==> src/source/surfacePkg.sv <==
package surfacePkg;

    // ------------------------------
    // Fixed point format
    // ------------------------------
    localparam int fixedWidth = 32;
    localparam int fixedFracWidth = 16;

    typedef logic signed [fixedWidth-1:0] fixed_t;

    // Largest positive value, used as the starting depth
    localparam fixed_t fixedMax = {1'b0, {(fixedWidth-1){1'b1}}};

    // Position bit that selects the checker square (16 units wide)
    localparam int checkerBit = fixedFracWidth + 4;

    // ------------------------------
    // Primitive indexing
    // ------------------------------
    localparam int primIndexWidth = 16;
    localparam int primCountWidth = 8;
    localparam int testUnitSize = 4;
    localparam int testUnitSizeLog2 = 2;
    localparam int globalPrimStart = 1000;
    localparam int globalPrimCount = 3;
    localparam int groundPrimIndex = 1000;
    localparam int groupQueueDepth = 4;

    typedef enum logic [1:0] {
        stNone,
        stDiffuse,
        stReflective,
        stRefractive
    } surfaceType_e;

    // Scheduler FSM
    typedef enum logic [1:0] {
        schIdle,
        schIssue,
        schWaitHit,
        schDone
    } schedState_e;

    typedef struct packed {
        fixed_t x;
        fixed_t y;
        fixed_t z;
    } vec3_t;

    typedef struct packed {
        logic [7:0] r;
        logic [7:0] g;
        logic [7:0] b;
    } rgb8_t;

    typedef struct packed {
        vec3_t orig;
        vec3_t dir;
        vec3_t invDir;
        fixed_t minT;
        fixed_t maxT;
        logic [primIndexWidth-1:0] primIndex;
    } ray_t;

    // One group of primitives to be tested against the ray
    typedef struct packed {
        logic [primIndexWidth-1:0] start;
        logic [primCountWidth-1:0] count;
    } primRange_t;

    typedef struct packed {
        logic hit;
        surfaceType_e surfaceType;
        fixed_t t;
        vec3_t normal;
        rgb8_t color;
        logic [primIndexWidth-1:0] primIndex;
    } hitData_t;

    // Block of primitives, end index is exclusive
    typedef struct packed {
        logic [primIndexWidth-1:0] startIndex;
        logic [primIndexWidth-1:0] endIndex;
    } primQuery_t;

    typedef struct packed {
        rgb8_t clearColor;
        vec3_t lightDir;
        vec3_t lightInvDir;
    } renderState_t;

    typedef struct packed {
        logic [15:0] x;
        logic [15:0] y;
        ray_t ray;
        logic [3:0] bounceLevel;
        rgb8_t lastColor;
        primRange_t [1:0] leaf;
    } surfaceInput_t;

    typedef struct packed {
        logic [15:0] x;
        logic [15:0] y;
        rgb8_t lastColor;
        logic [3:0] bounceLevel;
        vec3_t viewDir;
        logic [primIndexWidth-1:0] primIndex;
        vec3_t normal;
        surfaceType_e surfaceType;
        rgb8_t color;
        vec3_t hitPos;
        ray_t shadowRay;
    } surfaceOutput_t;

endpackage

==> src/source/rayIntake.sv <==
`timescale 1ns/1ns

module rayIntake import surfacePkg::*; (
    input  logic          clk,
    input  logic          resetn,
    input  logic          addInput,
    input  surfaceInput_t inputData,
    input  logic          take,
    output logic          slotFull,
    output surfaceInput_t slotData
);

    logic accept;

    // New rays are only taken into an empty slot
    assign accept = addInput && !slotFull;

    // ------------------------------
    // Slot occupancy
    // ------------------------------
    always_ff @(posedge clk or negedge resetn) begin
        if (!resetn) begin
            slotFull <= 1'b0;
        end else if (take) begin
            slotFull <= 1'b0;
        end else if (accept) begin
            slotFull <= 1'b1;
        end
    end

    // Ray payload, held until the scheduler takes it
    always_ff @(posedge clk) begin
        if (accept) begin
            slotData <= inputData;
        end
    end

endmodule

==> config.mk <==
export PLATFORM = sky130hd
export DESIGN_NAME = rayIntake
export DESIGN_NICKNAME = d
export VERILOG_FILES = /design/src/source/surfacePkg.sv /design/src/source/rayIntake.sv
export SDC_FILE = /design/constraint.sdc
export NUM_CORES = 1
export LEC_CHECK = 0
export BUFFER_PORTS_ARGS = -buffer_cell sky130_fd_sc_hd__buf_2
export CORE_AREA = 2 2 369 371
export CTS_BUF_LIST = sky130_fd_sc_hd__clkbuf_4 sky130_fd_sc_hd__clkbuf_8
export DETAILED_ROUTE_END_ITERATION = 16
export DIE_AREA = 0 0 371 373
export PLACE_DENSITY = 0.39
export SYNTH_ARGS = -nofsm -noshare
export SYNTH_HDL_FRONTEND = slang
export SYNTH_SLANG_ARGS = --single-unit
export TNS_END_PERCENT = 50
==> constraint.sdc <==
create_clock -name clk -period 63.3 [get_ports clk]
set_input_delay 12.66 -clock clk [delete_from_list [all_inputs] [get_ports clk]]
set_output_delay 12.66 -clock clk [all_outputs]
set_load 0.01 [all_outputs]
==> key figures <==
Run
  – MaxCap Viol Count: 0

Floorplanning
  – Chip width: 371 um
  – Die height: 373 um
  – Num rows: 135
  – Initial Util: 10.6%
  – Ports: 957
  – Core area: 135000 sq um
  – Full die area: 138000 sq um

Drt
  – DRT Pass-1 Iters: 4
  – Post-route DRC: 0
  – DR iter-0 viols: 606
  – Post-DRT Antenna Nets: 0
  – Vias: 9569
  – Routed wire length: 72500 um
  – Drt via density: 2.81
  – Drt wl/cell: 21.3 um

Yosys
  – Post-Synthesis Cells: 479
  – Netlist cell types: 4
  – Synthesized area per cell: 29.9 sq um
  – Synth Warn #: 0
  – Synth Net Count: 959
  – Yosys reg bits: 477
  – Post-synthesis sequential area ratio: 99.9%
  – Post-Synthesis Cell Area: 14300 sq um

GRT
  – Initial antenna violation count: 75
  – Congestion Overflow GR: 0
  – Global-route wire length before repair: 90600 um
  – GR Util met1: 10.6%
  – GRT Max-Usage Layer: met2
  – Pin count of the biggest net entering global routing: 75
  – GRT met2 Usage: 16.2%
  – Vias in the first global route: 9888
  – Gr usage total: 10.1%
  – Met3 Track Usage GR: 5.95%

Clock network
  – Clk root buf: clkbuf_8
  – Setup bufs post-CTS: 0
  – TritonCTS Buffers: 92
  – Clk buf depth: 3
  – Clock sinks: 477
  – CTS clk-pin slew, worst paths: 0.06 ns
  – Post-CTS Resized: 0
  – CTS tree: yes
  – Clk Latency, worst-skew pair: 0.74 ns
  – CTS Hold Bufs: 0
  – CTS H-tree depth: 3

Worst setup path
  – Worst setup EP type: register
  – CP Max Fanout: 64
  – Worst Path Required: 63.67 ns
  – R2R depth: 5
  – Origin of the critical flop-to-flop path: slotFull$_DFFE_PN0P_
  – Reg-to-reg slack, setup: 58.78 ns
  – Crit path DAT: 16.49 ns
  – Startpoint Class: primary input
  – Crit path from: addInput
  – Crit Path Class: primary input to register

Pwr
  – Worst vdd ir: 0.0000149 V
  – P per Cell Area: 32.7 nW/um^2
  – Power, Total: 0.766 mW
  – Lkg Pwr: 9.38 nW

Placed design
  – Port Buffers: 956
  – RD Place Congestion: 0.808
  – Detail Placement HPWL: 59300 um

Timing
  – Slew Viols, Final: 0
  – Slew margin rel.: 33.2%
  – Setup TNS: 0 ns
  – Final period utilization: 25.5%
  – Hold_ws: 0.585 ns
  – Fmax: 62.0 MHz
  – RSZ-0062 raised after global routing: no
  – Clock Skew: 0.0297 ns
  – Final Hold Vio Count: 0
  – Period minus WS final: 16.12 ns
  – # setup viols final: 0
  – Worst-Margin Slew: 1.00 ns

Layout
  – Nets: 2017
  – Area Overhead vs Synth: 63.4%
  – Fraction of layout instances using a drive strength above 1: 69.1%
  – Final core occ: 17.4%

Run status
  – Status: finished clean

Hold path
  – Hold Path Class: register to register
  – Min-delay src: slotFull$_DFFE_PN0P_
  – Hold depth: 1
-- final timing paths --
| path | end |
|---|---|
| setup / recovery | slotData[19]$_DFFE_PP_ |
| min in group asynchronous | slotFull$_DFFE_PN0P_ |
| hold reg to reg | slotFull$_DFFE_PN0P_ |
| setup reg to reg | slotData[19]$_DFFE_PP_ |
| hold / removal | slotFull$_DFFE_PN0P_ |
| max in group asynchronous | slotFull$_DFFE_PN0P_ |
-- flip-flops by register name, summed over array words and instances (netlist names) --
| register | cells |
|---|---|
| slotData | 476 |
| slotFull | 1 |
-- cell usage after synthesis, drive strengths merged --
cell | number | area share, %
nor2b | 1 | 0.044
dfrtp | 1 | 0.17
o21ba | 1 | 0.070
edfxtp | 476 | 100
-- metal layers --
layer	share of wire, %	vias to the layer above
met5	0.63	-
met4	3.1	70
met3	14	182
met2	47	636
met1	35	4558
li1	-	4123
-- logic make-up (layout without fill, tap and decap cells) --
logic type,Yosys count,in the layout,synth area share [%]
buf+inv,0,1131,0
compound gates,1,1,0.0698
flops,477,477,99.9
other cells,0,12,0
simple gates,1,1,0.0437
-- cell usage in the layout (no fill, tap or decap) --
cell type | Yosys | final
bufinv_16 | 0 | 10
clkinv_2 | 0 | 15
clkinv_8 | 0 | 2
clkbuf_8 | 0 | 92
buf_4 | 0 | 8
clkinv_1 | 0 | 19
edfxtp_1 | 476 | 476
clkinv_4 | 0 | 2
inv_12 | 0 | 2
diode_2 | 0 | 12
dfrtp_1 | 1 | 1
clkbuf_4 | 0 | 19
clkinvlp_4 | 0 | 6
nor2b_4 | 0 | 1
o21ba_1 | 1 | 1
buf_2 | 0 | 956
-- report_power, final --
group | internal [mW] | switching [mW] | leakage (nW)
sequential | 0.369 | 0.00531 | 4.55
combinational | 0.0212 | 0.0351 | 3.82
clock | 0.190 | 0.145 | 1.02
-- critical path, stage by stage --
cell	delay (ns)
buf_2	0.10
nor2b_4	0.61
buf_4	0.61
buf_4	0.73
buf_4	0.78
buf_4	0.74
-- area by class of cell --
| type | instances | area [sq um] |
|---|---|---|
| Timing Repair Buffer | 964 | 4840 |
| Antenna cell | 12 | 30.0 |
| Sequential cell | 477 | 14300 |
| Clock buffer | 111 | 1410 |
| Clock inverter | 56 | 574 |
| Multi-Input combinational cell | 2 | 23.8 |
| Fill cell | 14858 | 111000 |
| Tap cell | 1781 | 2230 |
-- stage by stage --
step | instances | setup WS (ns) | cell area [sq um]
detailed placement | 3224 | 46.32 | 21400
finish | 3403 | 47.18 | 23400
floorplan | 479 | 28.85 | 14300
CTS | 3391 | 47.25 | 23400
global placement | 3224 | 46.33 | 21400
global route | 3393 | 46.96 | 23400
No activity file was read; power rests on OpenSTA's default activity.
