### config.mk
export PLATFORM = sky130hd
export DESIGN_NAME = surfaceShade
export DESIGN_NICKNAME = d
export VERILOG_FILES = /design/src/source/surfacePkg.sv /design/src/source/surfaceShade.sv
export SDC_FILE = /design/constraint.sdc
export NUM_CORES = 1
export LEC_CHECK = 0
export BUFFER_PORTS_ARGS = -buffer_cell sky130_fd_sc_hd__buf_2
export CORE_AREA = 2 2 676 678
export DETAILED_ROUTE_END_ITERATION = 7
export DIE_AREA = 0 0 678 680
export MAX_ROUTING_LAYER = met4
export SLEW_MARGIN = 20
export SYNTH_ARGS = -nofsm -noshare
export SYNTH_HDL_FRONTEND = slang
export SYNTH_SLANG_ARGS = --single-unit
### constraint.sdc
create_clock -name clk -period 0.9 [get_ports clk]
set_clock_uncertainty 0.2 [all_clocks]
set_input_delay 0.18 -clock clk [delete_from_list [all_inputs] [get_ports clk]]
set_output_delay 0.18 -clock clk [all_outputs]
set_load 0.005 [all_outputs]
### src/source/surfacePkg.sv
package surfacePkg;

    // ------------------------------
    // Fixed point format
    // ------------------------------
    localparam int fixedWidth = 32;
    localparam int fixedFracWidth = 16;

    typedef logic signed [fixedWidth-1:0] fixed_t;

    // Largest positive value, used as the starting depth
    localparam fixed_t fixedMax = {1'b0, {(fixedWidth-1){1'b1}}};

    // Position bit that selects the checker square (16 units wide)
    localparam int checkerBit = fixedFracWidth + 4;

    // ------------------------------
    // Primitive indexing
    // ------------------------------
    localparam int primIndexWidth = 16;
    localparam int primCountWidth = 8;
    localparam int testUnitSize = 4;
    localparam int testUnitSizeLog2 = 2;
    localparam int globalPrimStart = 1000;
    localparam int globalPrimCount = 3;
    localparam int groundPrimIndex = 1000;
    localparam int groupQueueDepth = 4;

    typedef enum logic [1:0] {
        stNone,
        stDiffuse,
        stReflective,
        stRefractive
    } surfaceType_e;

    // Scheduler FSM
    typedef enum logic [1:0] {
        schIdle,
        schIssue,
        schWaitHit,
        schDone
    } schedState_e;

    typedef struct packed {
        fixed_t x;
        fixed_t y;
        fixed_t z;
    } vec3_t;

    typedef struct packed {
        logic [7:0] r;
        logic [7:0] g;
        logic [7:0] b;
    } rgb8_t;

    typedef struct packed {
        vec3_t orig;
        vec3_t dir;
        vec3_t invDir;
        fixed_t minT;
        fixed_t maxT;
        logic [primIndexWidth-1:0] primIndex;
    } ray_t;

    // One group of primitives to be tested against the ray
    typedef struct packed {
        logic [primIndexWidth-1:0] start;
        logic [primCountWidth-1:0] count;
    } primRange_t;

    typedef struct packed {
        logic hit;
        surfaceType_e surfaceType;
        fixed_t t;
        vec3_t normal;
        rgb8_t color;
        logic [primIndexWidth-1:0] primIndex;
    } hitData_t;

    // Block of primitives, end index is exclusive
    typedef struct packed {
        logic [primIndexWidth-1:0] startIndex;
        logic [primIndexWidth-1:0] endIndex;
    } primQuery_t;

    typedef struct packed {
        rgb8_t clearColor;
        vec3_t lightDir;
        vec3_t lightInvDir;
    } renderState_t;

    typedef struct packed {
        logic [15:0] x;
        logic [15:0] y;
        ray_t ray;
        logic [3:0] bounceLevel;
        rgb8_t lastColor;
        primRange_t [1:0] leaf;
    } surfaceInput_t;

    typedef struct packed {
        logic [15:0] x;
        logic [15:0] y;
        rgb8_t lastColor;
        logic [3:0] bounceLevel;
        vec3_t viewDir;
        logic [primIndexWidth-1:0] primIndex;
        vec3_t normal;
        surfaceType_e surfaceType;
        rgb8_t color;
        vec3_t hitPos;
        ray_t shadowRay;
    } surfaceOutput_t;

endpackage

### src/source/surfaceShade.sv
`timescale 1ns/1ns

module surfaceShade import surfacePkg::*; (
    input  logic           clk,
    input  logic           resetn,
    input  logic           rayDone,
    input  surfaceInput_t  rayCtx,
    input  hitData_t       closest,
    input  vec3_t          hitPos,
    input  renderState_t   renderState,
    input  logic           outputFull,
    output logic           shadeBusy,
    output logic           outValid,
    output surfaceOutput_t outData
);

    surfaceOutput_t record;
    logic checkerDark;

    // Odd squares of the ground plane are drawn darker
    assign checkerDark = (closest.surfaceType != stNone)
                      && (closest.primIndex == primIndexWidth'(groundPrimIndex))
                      && (hitPos.x[checkerBit] != hitPos.z[checkerBit]);

    // ------------------------------
    // Output record
    // ------------------------------
    always_comb begin
        record.x = rayCtx.x;
        record.y = rayCtx.y;
        record.lastColor = rayCtx.lastColor;
        record.bounceLevel = rayCtx.bounceLevel;
        record.viewDir = rayCtx.ray.dir;
        record.primIndex = closest.primIndex;
        record.normal = closest.normal;
        record.surfaceType = closest.surfaceType;
        record.hitPos = hitPos;

        record.color = closest.color;
        if (checkerDark) begin
            record.color.r = closest.color.r >> 1;
            record.color.g = closest.color.g >> 1;
            record.color.b = closest.color.b >> 1;
        end

        // Shadow ray from the hit point toward the light
        record.shadowRay.orig = hitPos;
        record.shadowRay.dir = renderState.lightDir;
        record.shadowRay.invDir = renderState.lightInvDir;
        record.shadowRay.minT = '0;
        record.shadowRay.maxT = '1;
        record.shadowRay.primIndex = closest.primIndex;
    end

    // ------------------------------
    // Hand-off under back-pressure
    // ------------------------------
    always_ff @(posedge clk or negedge resetn) begin
        if (!resetn) begin
            shadeBusy <= 1'b0;
            outValid <= 1'b0;
        end else begin
            outValid <= 1'b0;
            if (rayDone) begin
                shadeBusy <= 1'b1;
            end else if (shadeBusy && !outputFull) begin
                outValid <= 1'b1;
                shadeBusy <= 1'b0;
            end
        end
    end

    // Record stays put until the next ray is done
    always_ff @(posedge clk) begin
        if (rayDone) begin
            outData <= record;
        end
    end

endmodule

==> results.md <==
- Routed vias/inst: 1.87
- Hold WC Path Type: primary input to register
- Lkg Pwr: 17.0 nW
- Worst path slowest cell: edfxtp_1
- P&R area growth vs syn: 139%
- DRT iter0 DRCs: 974
- Reg-to-reg critical path endpoint: shadeBusy
- Most common cell in the netlist: edfxtp_1
- Max-Cap Viols: 0
- Initial Util: 4.25%
- Share of the synthesized area in the top cell type: approximately 90%
- Worst Setup Slack, final: -1140 ps
- Synth Flop Type: edfxtp_1
- Clk Latency, worst-skew pair: 840 ps
- FF-to-FF setup slack: -110 ps
- Gpl congestion: 0.805
- Fillers: 51.8k
- First-pass GRT wire length: 296,000 um
- Ports: between 1.5k and 2k
- Drt wl/cell: 29.1 um
- Design Area, Final: 0.0462 mm^2
- CP Launch Type: register
- Nature of the critical path endpoint: primary output
- FP Rows: 248
- Setup CP Type: register to primary output
- Crit path largest cell delay: 460 ps
- Maximum vdd drop: 1.39 mV
- Vert. Die Dim: 680 um
- Vias in the first global route: 16.7k
- Setup_tns: -622,360 ps
- Top cells by count, synth: edfxtp_1 (582), buf_4 (176), mux2_4 (17), mux2_2 (4), and2_1 (3)
- Power Density: 1800 mW/mm^2
- End point of the critical path: outData[597]
- Seq/Total Area, Yosys: slightly above 90%
- Slew Viols, Final: 0
- Final Hold Slack: -298 ps
- Crit path max fanout: 2
- Core Region: ~0.45 mm^2
- Mapped Cells: between 700 and 800
- H-tree depth: 3
- Ranking of synthesized cells by area: edfxtp_1 (91%), buf_4 (6.8%), mux2_4 (1.3%)
- Final Power: 0.0830 W
- Number of flops mapped to enable cells by yosys: 582
- Max clock buf depth: 4
- Hpwl dp: 239,000 um
- Crit path arrival time: 1660 ps
- Initial antenna violation count: between 300 and 400
- Cell Area, Synth: between 0.015 and 0.02 mm^2
- Root Buffer: clkbuf_16
- Run status: finished, violations left
- Dominant cell type by area after synthesis: edfxtp_1
- Final hold vios: 802
- Fin nets: between 3k and 4k
- Die area: approximately 0.46 mm^2
- Share of flip-flops with an asynchronous set or reset: 0.342%
- Post-Place Worst Slack: -2110 ps
- WP buf/inv: 2
- Clk sink count: 584
- Critical Path, Cell by Cell: buf_12, buf_12
- CP top delay family: flip-flops
- Clock transition at path regs: 60 ps
- FMAX: 491 MHz
- Synth unique cells: 18
- Fraction of the cycle the final worst path needs: 226%
- Crit path depth: 2
- Port bufs: 1,281
- Inserted Clock Buffers: 82
- Placed inst area: roughly 0.036 mm^2
- Layout cells sized above 1: 54.4%
- Syn avg cell area: 24.2 um^2
- Fin crit period: 2040 ps
- Total track usage: 11.2%
- Routed Antenna Nets: 0
- 1st-pass router iterations: 4
- Yosys warns: 0
- Critical Path Source: outData[11]
- Largest net degree at the start of global routing: 44
- Worst EP required: 520 ps
- Worst reg2reg path depth: 2
- Critical Path Most Common Cell: buf_12
- CTS tree: done
- Failing checks: negative hold slack, negative setup slack
- RSZ-0062 raised after global routing: true
- Reg2reg start: shadeBusy
- DR vias: 16.7k
- Synth Register Bits: 584
- Detailed-route wire length: 260,000 um
- Setup Viol. Count Final: about 770
- Die width: 678 um
- DRC Markers: 0
- GR Overflow Total: 0
cell usage in the layout, fill, tap and decap left out, drive strengths merged:
master,instances
clkinv,23
conb,64
or3,1
inv,8
nand4b,1
nor4bb,1
buf,1362
dlygate4sd3,588
edfxtp,582
mux2,21
diode,173
or4b,1
clkinvlp,5
o2111ai,1
dfrtp,2
bufinv,9
dlymetal6s4s,9
clkbuf,97
nor3b,1
a21o,1
and2,3
xor2,1
nor4,1
cell type report:
type / count / area (um^2) / area share [%]
sequential: 584 / 17500 / 37.9
clock inverter: 45 / 539 / 1.17
timing repair buffer: 1959 / 17300 / 37.5
multi-input combinational: 97 / 724 / 1.57
antenna: 173 / 433 / 0.937
clock buffer: 97 / 2130 / 4.61
tap: 6000 / 7510 / 16.3
through the flow:
| stage | utilization [%] | instances |
|---|---|---|
| global placement | 7.82 | 8031 |
| global route | 10.2 | 8929 |
| detailed placement | 7.82 | 8031 |
| CTS | 10.1 | 8828 |
| finish | 10.2 | 8955 |
| floorplan | - | 860 |
layer usage:
metal	part of all wire, %	GRT usage (%)	wire length (um)
met2	43	16.7	112000
met3	20	9.54	51000
met4	3.6	3.11	9410
met5	0	-	0
met1	34	10.9	88400
state kept, by name, indices dropped and copies added, names as in the netlist:
register,cells
outValid,1
shadeBusy,1
outData,582
logic make-up (layout without fill, tap and decap cells):
| kind of cell | after synthesis | after routing | share of synthesized area [%] |
|---|---|---|---|
| compound gates | 2 | 2 | 0.0843 |
| xor+xnor | 1 | 1 | 0.0454 |
| buf+inv | 179 | 2101 | 7.07 |
| flops | 584 | 584 | 90.9 |
| mux | 21 | 21 | 1.56 |
| other cells | 2 | 237 | 0.0389 |
| simple gates | 9 | 9 | 0.350 |
worst reg2reg max path: cells and delay by family (launching register included):
family	cells	cell delay [ps]
buffers and inverters	1	140
AO/OA/AOI/OAI	1	140
flip-flops	1	420
how the worst min path moves through the flow:
| stage | start | to | slack (ps) | cells after the start |
|---|---|---|---|---|
| 5_1_grt | rayDone | outData[635] | -350 | 2 |
| 3_5_place_dp | resetn | shadeBusy | -220 | 1 |
| 3_3_place_gp | resetn | shadeBusy | -220 | 1 |
| 4_1_cts | rayDone | outData[635] | -400 | 2 |
| 2_1_floorplan | resetn | outValid | -320 | 0 |
| 6_report | rayDone | outData[635] | -300 | 2 |
power by group:
part | internal (W) | switching, W
Sequential | 0.0324 | 0.00137
Clock | 0.0196 | 0.0141
Combinational | 0.00738 | 0.00817
timing repair:
action	in CTS	in global routing
pin swaps	1	5
resized for setup	398	46
hold buffers	642	5
endpoints found under the hold margin	1168	938
endpoints found under the setup margin	722	830
gates cloned	3	0
buffers inserted	10	4
(Power assumes the default switching activity.)
