<file path="src/source/surfacePkg.sv">
package surfacePkg;

    // ------------------------------
    // Fixed point format
    // ------------------------------
    localparam int fixedWidth = 32;
    localparam int fixedFracWidth = 16;

    typedef logic signed [fixedWidth-1:0] fixed_t;

    // Largest positive value, used as the starting depth
    localparam fixed_t fixedMax = {1'b0, {(fixedWidth-1){1'b1}}};

    // Position bit that selects the checker square (16 units wide)
    localparam int checkerBit = fixedFracWidth + 4;

    // ------------------------------
    // Primitive indexing
    // ------------------------------
    localparam int primIndexWidth = 16;
    localparam int primCountWidth = 8;
    localparam int testUnitSize = 4;
    localparam int testUnitSizeLog2 = 2;
    localparam int globalPrimStart = 1000;
    localparam int globalPrimCount = 3;
    localparam int groundPrimIndex = 1000;
    localparam int groupQueueDepth = 4;

    typedef enum logic [1:0] {
        stNone,
        stDiffuse,
        stReflective,
        stRefractive
    } surfaceType_e;

    // Scheduler FSM
    typedef enum logic [1:0] {
        schIdle,
        schIssue,
        schWaitHit,
        schDone
    } schedState_e;

    typedef struct packed {
        fixed_t x;
        fixed_t y;
        fixed_t z;
    } vec3_t;

    typedef struct packed {
        logic [7:0] r;
        logic [7:0] g;
        logic [7:0] b;
    } rgb8_t;

    typedef struct packed {
        vec3_t orig;
        vec3_t dir;
        vec3_t invDir;
        fixed_t minT;
        fixed_t maxT;
        logic [primIndexWidth-1:0] primIndex;
    } ray_t;

    // One group of primitives to be tested against the ray
    typedef struct packed {
        logic [primIndexWidth-1:0] start;
        logic [primCountWidth-1:0] count;
    } primRange_t;

    typedef struct packed {
        logic hit;
        surfaceType_e surfaceType;
        fixed_t t;
        vec3_t normal;
        rgb8_t color;
        logic [primIndexWidth-1:0] primIndex;
    } hitData_t;

    // Block of primitives, end index is exclusive
    typedef struct packed {
        logic [primIndexWidth-1:0] startIndex;
        logic [primIndexWidth-1:0] endIndex;
    } primQuery_t;

    typedef struct packed {
        rgb8_t clearColor;
        vec3_t lightDir;
        vec3_t lightInvDir;
    } renderState_t;

    typedef struct packed {
        logic [15:0] x;
        logic [15:0] y;
        ray_t ray;
        logic [3:0] bounceLevel;
        rgb8_t lastColor;
        primRange_t [1:0] leaf;
    } surfaceInput_t;

    typedef struct packed {
        logic [15:0] x;
        logic [15:0] y;
        rgb8_t lastColor;
        logic [3:0] bounceLevel;
        vec3_t viewDir;
        logic [primIndexWidth-1:0] primIndex;
        vec3_t normal;
        surfaceType_e surfaceType;
        rgb8_t color;
        vec3_t hitPos;
        ray_t shadowRay;
    } surfaceOutput_t;

endpackage

</file>
<file path="src/source/primitiveScheduler.sv">
`timescale 1ns/1ns

module primitiveScheduler import surfacePkg::*; (
    input  logic          clk,
    input  logic          resetn,
    input  logic          slotFull,
    input  surfaceInput_t slotData,
    input  logic          hitValid,
    input  logic          shadeBusy,
    output logic          take,
    output logic          rayStart,
    output logic          rayDone,
    output surfaceInput_t rayCtx,
    output logic          queryValid,
    output primQuery_t    query
);

    schedState_e state;

    // Group queue, filled once per ray
    primRange_t [groupQueueDepth-1:0] groupQueue;
    primRange_t [groupQueueDepth-1:0] fillList;
    logic [$clog2(groupQueueDepth)-1:0] head;
    logic [$clog2(groupQueueDepth)-1:0] tail;
    logic [$clog2(groupQueueDepth)-1:0] fillCount;

    // Current group being stepped through
    logic [primIndexWidth-1:0] curStart;
    logic [primIndexWidth-1:0] curEnd;
    logic rangeLast;
    logic queueEmpty;
    logic stepNow;

    // End of a group with its count rounded up to whole blocks
    function automatic logic [primIndexWidth-1:0] alignedEnd(primRange_t group);
        logic [primIndexWidth-1:0] rounded;
        rounded = primIndexWidth'(group.count) + primIndexWidth'(testUnitSize - 1);
        rounded = (rounded >> testUnitSizeLog2) << testUnitSizeLog2;
        return group.start + rounded;
    endfunction

    // ------------------------------
    // Queue contents for a new ray
    // ------------------------------
    always_comb begin
        fillList = '0;
        fillList[0].start = primIndexWidth'(globalPrimStart);
        fillList[0].count = primCountWidth'(globalPrimCount);
        fillCount = 1'b1;
        // Empty leaves are skipped so the queue stays packed
        for (int i = 0; i < 2; i++) begin
            if (slotData.leaf[i].count != '0) begin
                fillList[fillCount] = slotData.leaf[i];
                fillCount = fillCount + 1'b1;
            end
        end
    end

    assign take = (state == schIdle) && slotFull;
    assign rayStart = take;
    assign queryValid = (state == schIssue);
    assign rayDone = (state == schDone) && !shadeBusy;

    assign query.startIndex = curStart;
    assign query.endIndex = curStart + primIndexWidth'(testUnitSize);

    assign rangeLast = (query.endIndex == curEnd);
    assign queueEmpty = (head == tail);
    assign stepNow = (state == schWaitHit) && hitValid;

    // ------------------------------
    // FSM and queue pointers
    // ------------------------------
    always_ff @(posedge clk or negedge resetn) begin
        if (!resetn) begin
            state <= schIdle;
            head <= '0;
            tail <= '0;
        end else begin
            case (state)
                schIdle: begin
                    if (take) begin
                        // The global group moves straight into the current range
                        head <= 1'b1;
                        tail <= fillCount;
                        state <= schIssue;
                    end
                end
                schIssue: begin
                    state <= schWaitHit;
                end
                schWaitHit: begin
                    if (hitValid) begin
                        if (!rangeLast) begin
                            state <= schIssue;
                        end else if (!queueEmpty) begin
                            head <= head + 1'b1;
                            state <= schIssue;
                        end else begin
                            state <= schDone;
                        end
                    end
                end
                schDone: begin
                    // Hold here while the shade stage still owns a record
                    if (!shadeBusy) begin
                        state <= schIdle;
                    end
                end
                default: begin
                    state <= schIdle;
                end
            endcase
        end
    end

    // Ray context, queue entries and block position
    always_ff @(posedge clk) begin
        if (take) begin
            rayCtx <= slotData;
            groupQueue <= fillList;
            curStart <= fillList[0].start;
            curEnd <= alignedEnd(fillList[0]);
        end else if (stepNow) begin
            if (!rangeLast) begin
                curStart <= query.endIndex;
            end else if (!queueEmpty) begin
                curStart <= groupQueue[head].start;
                curEnd <= alignedEnd(groupQueue[head]);
            end
        end
    end

endmodule

</file>
<file path="config.mk">
export PLATFORM = sky130hd
export DESIGN_NAME = primitiveScheduler
export DESIGN_NICKNAME = d
export VERILOG_FILES = /design/src/source/surfacePkg.sv /design/src/source/primitiveScheduler.sv
export SDC_FILE = /design/constraint.sdc
export NUM_CORES = 1
export LEC_CHECK = 0
export BUFFER_PORTS_ARGS = -buffer_cell sky130_fd_sc_hd__clkbuf_2
export CAP_MARGIN = 15
export CORE_AREA = 2 2 391 393
export CTS_CLUSTER_DIAMETER = 150
export DETAILED_ROUTE_END_ITERATION = 10
export DIE_AREA = 0 0 393 395
export PLACE_DENSITY = 0.38
export REMOVE_ABC_BUFFERS = 1
export SETUP_SLACK_MARGIN = 0.4
export SYNTH_ARGS = -nofsm -noshare
export SYNTH_HDL_FRONTEND = slang
export SYNTH_SLANG_ARGS = --single-unit
export TNS_END_PERCENT = 1
</file>
<file path="constraint.sdc">
create_clock -name clk -period 26.3 [get_ports clk]
set_input_delay 2.63 -clock clk [delete_from_list [all_inputs] [get_ports clk]]
set_output_delay 2.63 -clock clk [all_outputs]
set_load 0.005 [all_outputs]
</file>
==> results.toml <==
[place]
dp_hpwl_um = 72880
place.port_buffers = 992
gp_congestion = 0.8038

[setup_path]
worstPathMaxFanout = 49
cp_slowest_stage_delay_ps = 430
r2r_slack_ps = 21990
crit_arrival_ps = 3740
crit_path_end_kind = "output pin"
cp.required_ps = 23670
critPathMostFrequentCell = "clkbuf_2"
worstSetupStartpointType = "input pin"
reg2reg_from = "head[1]"
rr_endpoint = "curEnd[12]"
crit_type = "input pin to output pin"
worstRegToRegCells = 15
cp_slowest_cell = "inv_8"
crit_chain = "clkbuf_2 -> nand2_1 -> buf_4 -> inv_8 -> clkbuf_2"

[cts]
clockBufferDepth = 3
clock-sinks = 562
htree_levels = 3
ctsResizeCount = 0
clock_latency_ps = 660
cts_tree = "yes"
hold_buffers = 0
root_buffer = "clkbuf_16"
clk_pin_slew_worst_paths_ps = 60
cts_inserted_buffers = 72
cts_setup_buffers = 0

[power_and_ir_drop]
share_comb_of_total_power = 0.204
ir_worst_vdd_mv = 0.1189
seqPwrFrac = 0.458
leakagePower_nw = 11.79
p_switching_mw = 0.8780
powerDensity_mw_per_mm2 = 98.43
sw_frac_of_total = 0.3034
intPower_mw = 2.016
pwr-share-clk = 0.338

[cells_and_area]
syn_to_final_growth_pct = 50.32
drive_gt1_frac = 0.5375
multi_input_comb_area_mm2 = 0.002524
seq_area_mm2 = 0.01685
fin_nets = 2521
fillers = 16540

[global_routing]
track_usage = 0.1125
grt_pass1_vias = 13440
grt_max_degree = 146
grt_antenna_before_repair = 67
grt_pass1_wl_um = 117300
grt_overflow = 0

[route]
routed_wirelength_um = 90590
wl_per_cell_um = 21.90
viasPerCell = 3.213
drtAntennaViolNets = 0
vias = 13290
drc = 0
drtIter0Drc = 861
drtPass1Iterations = 4

[synthesis]
yosys_warnings = 0
ys_async_sr_fraction = 0.01068
synth_area_leader_cell = "edfxtp_1"
netlist_top_cells_area = "edfxtp_1 (85%), nand2_1 (1.1%), a22o_1 (0.99%)"
synth_cell_types = 60
synth_common_cells = "edfxtp_1 (556), nand2_1 (55), nor2_1 (35)"
synth.most_common_cell = "edfxtp_1"
synth_ff_type = "edfxtp_1"
postSynthCellCount = 974
avgSynthCellArea_um2 = 20.08
ys_ff_latch = 562
seq_area_frac_synth = 0.8613
synth.top_cell.area_share = 0.8536
syn_area_mm2 = 0.01956
synth_edf_count = 556

[worst_hold_path]
hold_depth = 2
hp-class = "flip-flop to flip-flop"
worstHoldEndpoint = "tail[1]"
worstHoldStart = "tail[1]"

[sta]
max_slew.worst_pin.slew_ps = 1153
finalHoldViolations = 0
finalSetupViolCount = 0
slew_viol_final = 0
clock_skew_ps = 26.25
whs_ps = 503.0
rsz0062_at_grt = "false"
finalSetupTns_ps = 0
slew_headroom = 0.2311
fin_crit_ps = 6366
fmax_ghz = 0.1571
period_share = 0.2421

[floorplanning]
die_h_um = 395
initial_utilization = 0.1294
ioPinCount = 993
num_rows = 143
die_x_um = 393
fp.coreArea_mm2 = 0.1512
die-area_mm2 = 0.1552

[outcome]
outcome = "finished clean"

[flow_run]
drv_cap = 0
-- worst max-delay path by stage --
stage / startpoint / endpoint / slack (ps) / cells after the start
2_1_floorplan: slotFull / groupQueue[24] / 8950 / 2
6_report: slotFull / rayStart / 19930 / 5
3_5_place_dp: slotFull / rayStart / 19880 / 5
4_1_cts: slotFull / rayStart / 19870 / 5
3_3_place_gp: slotFull / rayStart / 19860 / 5
5_1_grt: slotFull / rayStart / 19840 / 5
-- state kept, by name, summed over array words and instances (netlist names) --
register    flops
groupQueue     48
state           2
rayCtx        476
tail            2
curStart       16
head            2
curEnd         16
-- cells by family (layout without fill, tap and decap cells) --
family / after synthesis / count (layout) / synth area share
AO/OA/AOI/OAI: 111 / 111 / 0.04100
XOR/XNOR: 40 / 40 / 0.01932
flip-flops: 562 / 562 / 0.8613
multiplexers: 17 / 17 / 0.008699
adder cells (fa/ha/maj): 11 / 11 / 0.007420
other: 0 / 24 / 0
buffers and inverters: 41 / 1149 / 0.009723
AND/OR/NAND/NOR: 192 / 192 / 0.05258
-- worst max-delay path: cells and delay by family --
| family | cells | cell delay [ps] |
|---|---|---|
| buffers and inverters | 4 | 990 |
| and+or+nand+nor | 1 | 40 |
-- per-layer routing --
metal  part of all wire  track usage  routed length (µm)
met5            0.00099            0                  90
met4              0.034      0.04776                3085
met3               0.12      0.05945               10870
met2               0.49       0.1838               44200
met1               0.36       0.1205               32340
-- through the flow --
step	cell area, µm²	power (mW)	worst slack, ps	std cells	utilization
floorplan	19430	1.683	8951	949	-
global placement	27060	1.964	19860	3985	0.1790
detailed placement	27060	1.959	19880	3985	0.1790
CTS	29340	2.970	19870	4112	0.1941
global route	29360	3.052	19840	4121	0.1942
finish	29400	2.894	19930	4136	0.1945
-- power groups by stage --
stage          Sequential, mW  Clock (mW)  Combinational [mW]
6_report                 1.33       0.978               0.590
5_1_grt                  1.35        1.05               0.658
4_1_cts                  1.33        1.02               0.617
3_5_place_dp             1.34           0               0.615
3_3_place_gp             1.34           0               0.621
2_1_floorplan            1.45           0               0.228
-- layout make-up --
class | count | share of cell area
clock inverters | 43 | 0.01481
diodes | 24 | 0.002043
flip-flops and latches | 562 | 0.5730
repair buffers | 1006 | 0.1729
clock buffers | 84 | 0.06281
well taps | 2030 | 0.08639
multi-input cells | 371 | 0.08583
inverters | 16 | 0.002298
-- cells in the final DEF (no fill, tap or decap), drive strengths merged, types with 3 or more instances in the layout --
master   Yosys  final
clkbuf      16   1076
edfxtp     556    556
nand2       55     55
nor2        35     35
and2        29     29
clkinv       2     27
diode        0     24
inv         14     24
a22o        22     22
xnor2       22     22
a21oi       20     20
o21ai       18     18
mux2i       17     17
xor2        16     16
buf          9     14
a21o        12     12
and3        12     12
nand2b      10     10
ha          10     10
nor2b        9      9
nand3        7      7
nand4        7      7
nor3         6      6
bufinv       0      6
dfrtp        6      6
a2bb2oi      5      5
a22oi        5      5
nor4         4      4
a31oi        4      4
a2111oi      4      4
a21boi       3      3
o211ai       3      3
a211oi       3      3
nor3b        3      3
Power figures use the tool's default switching activity.
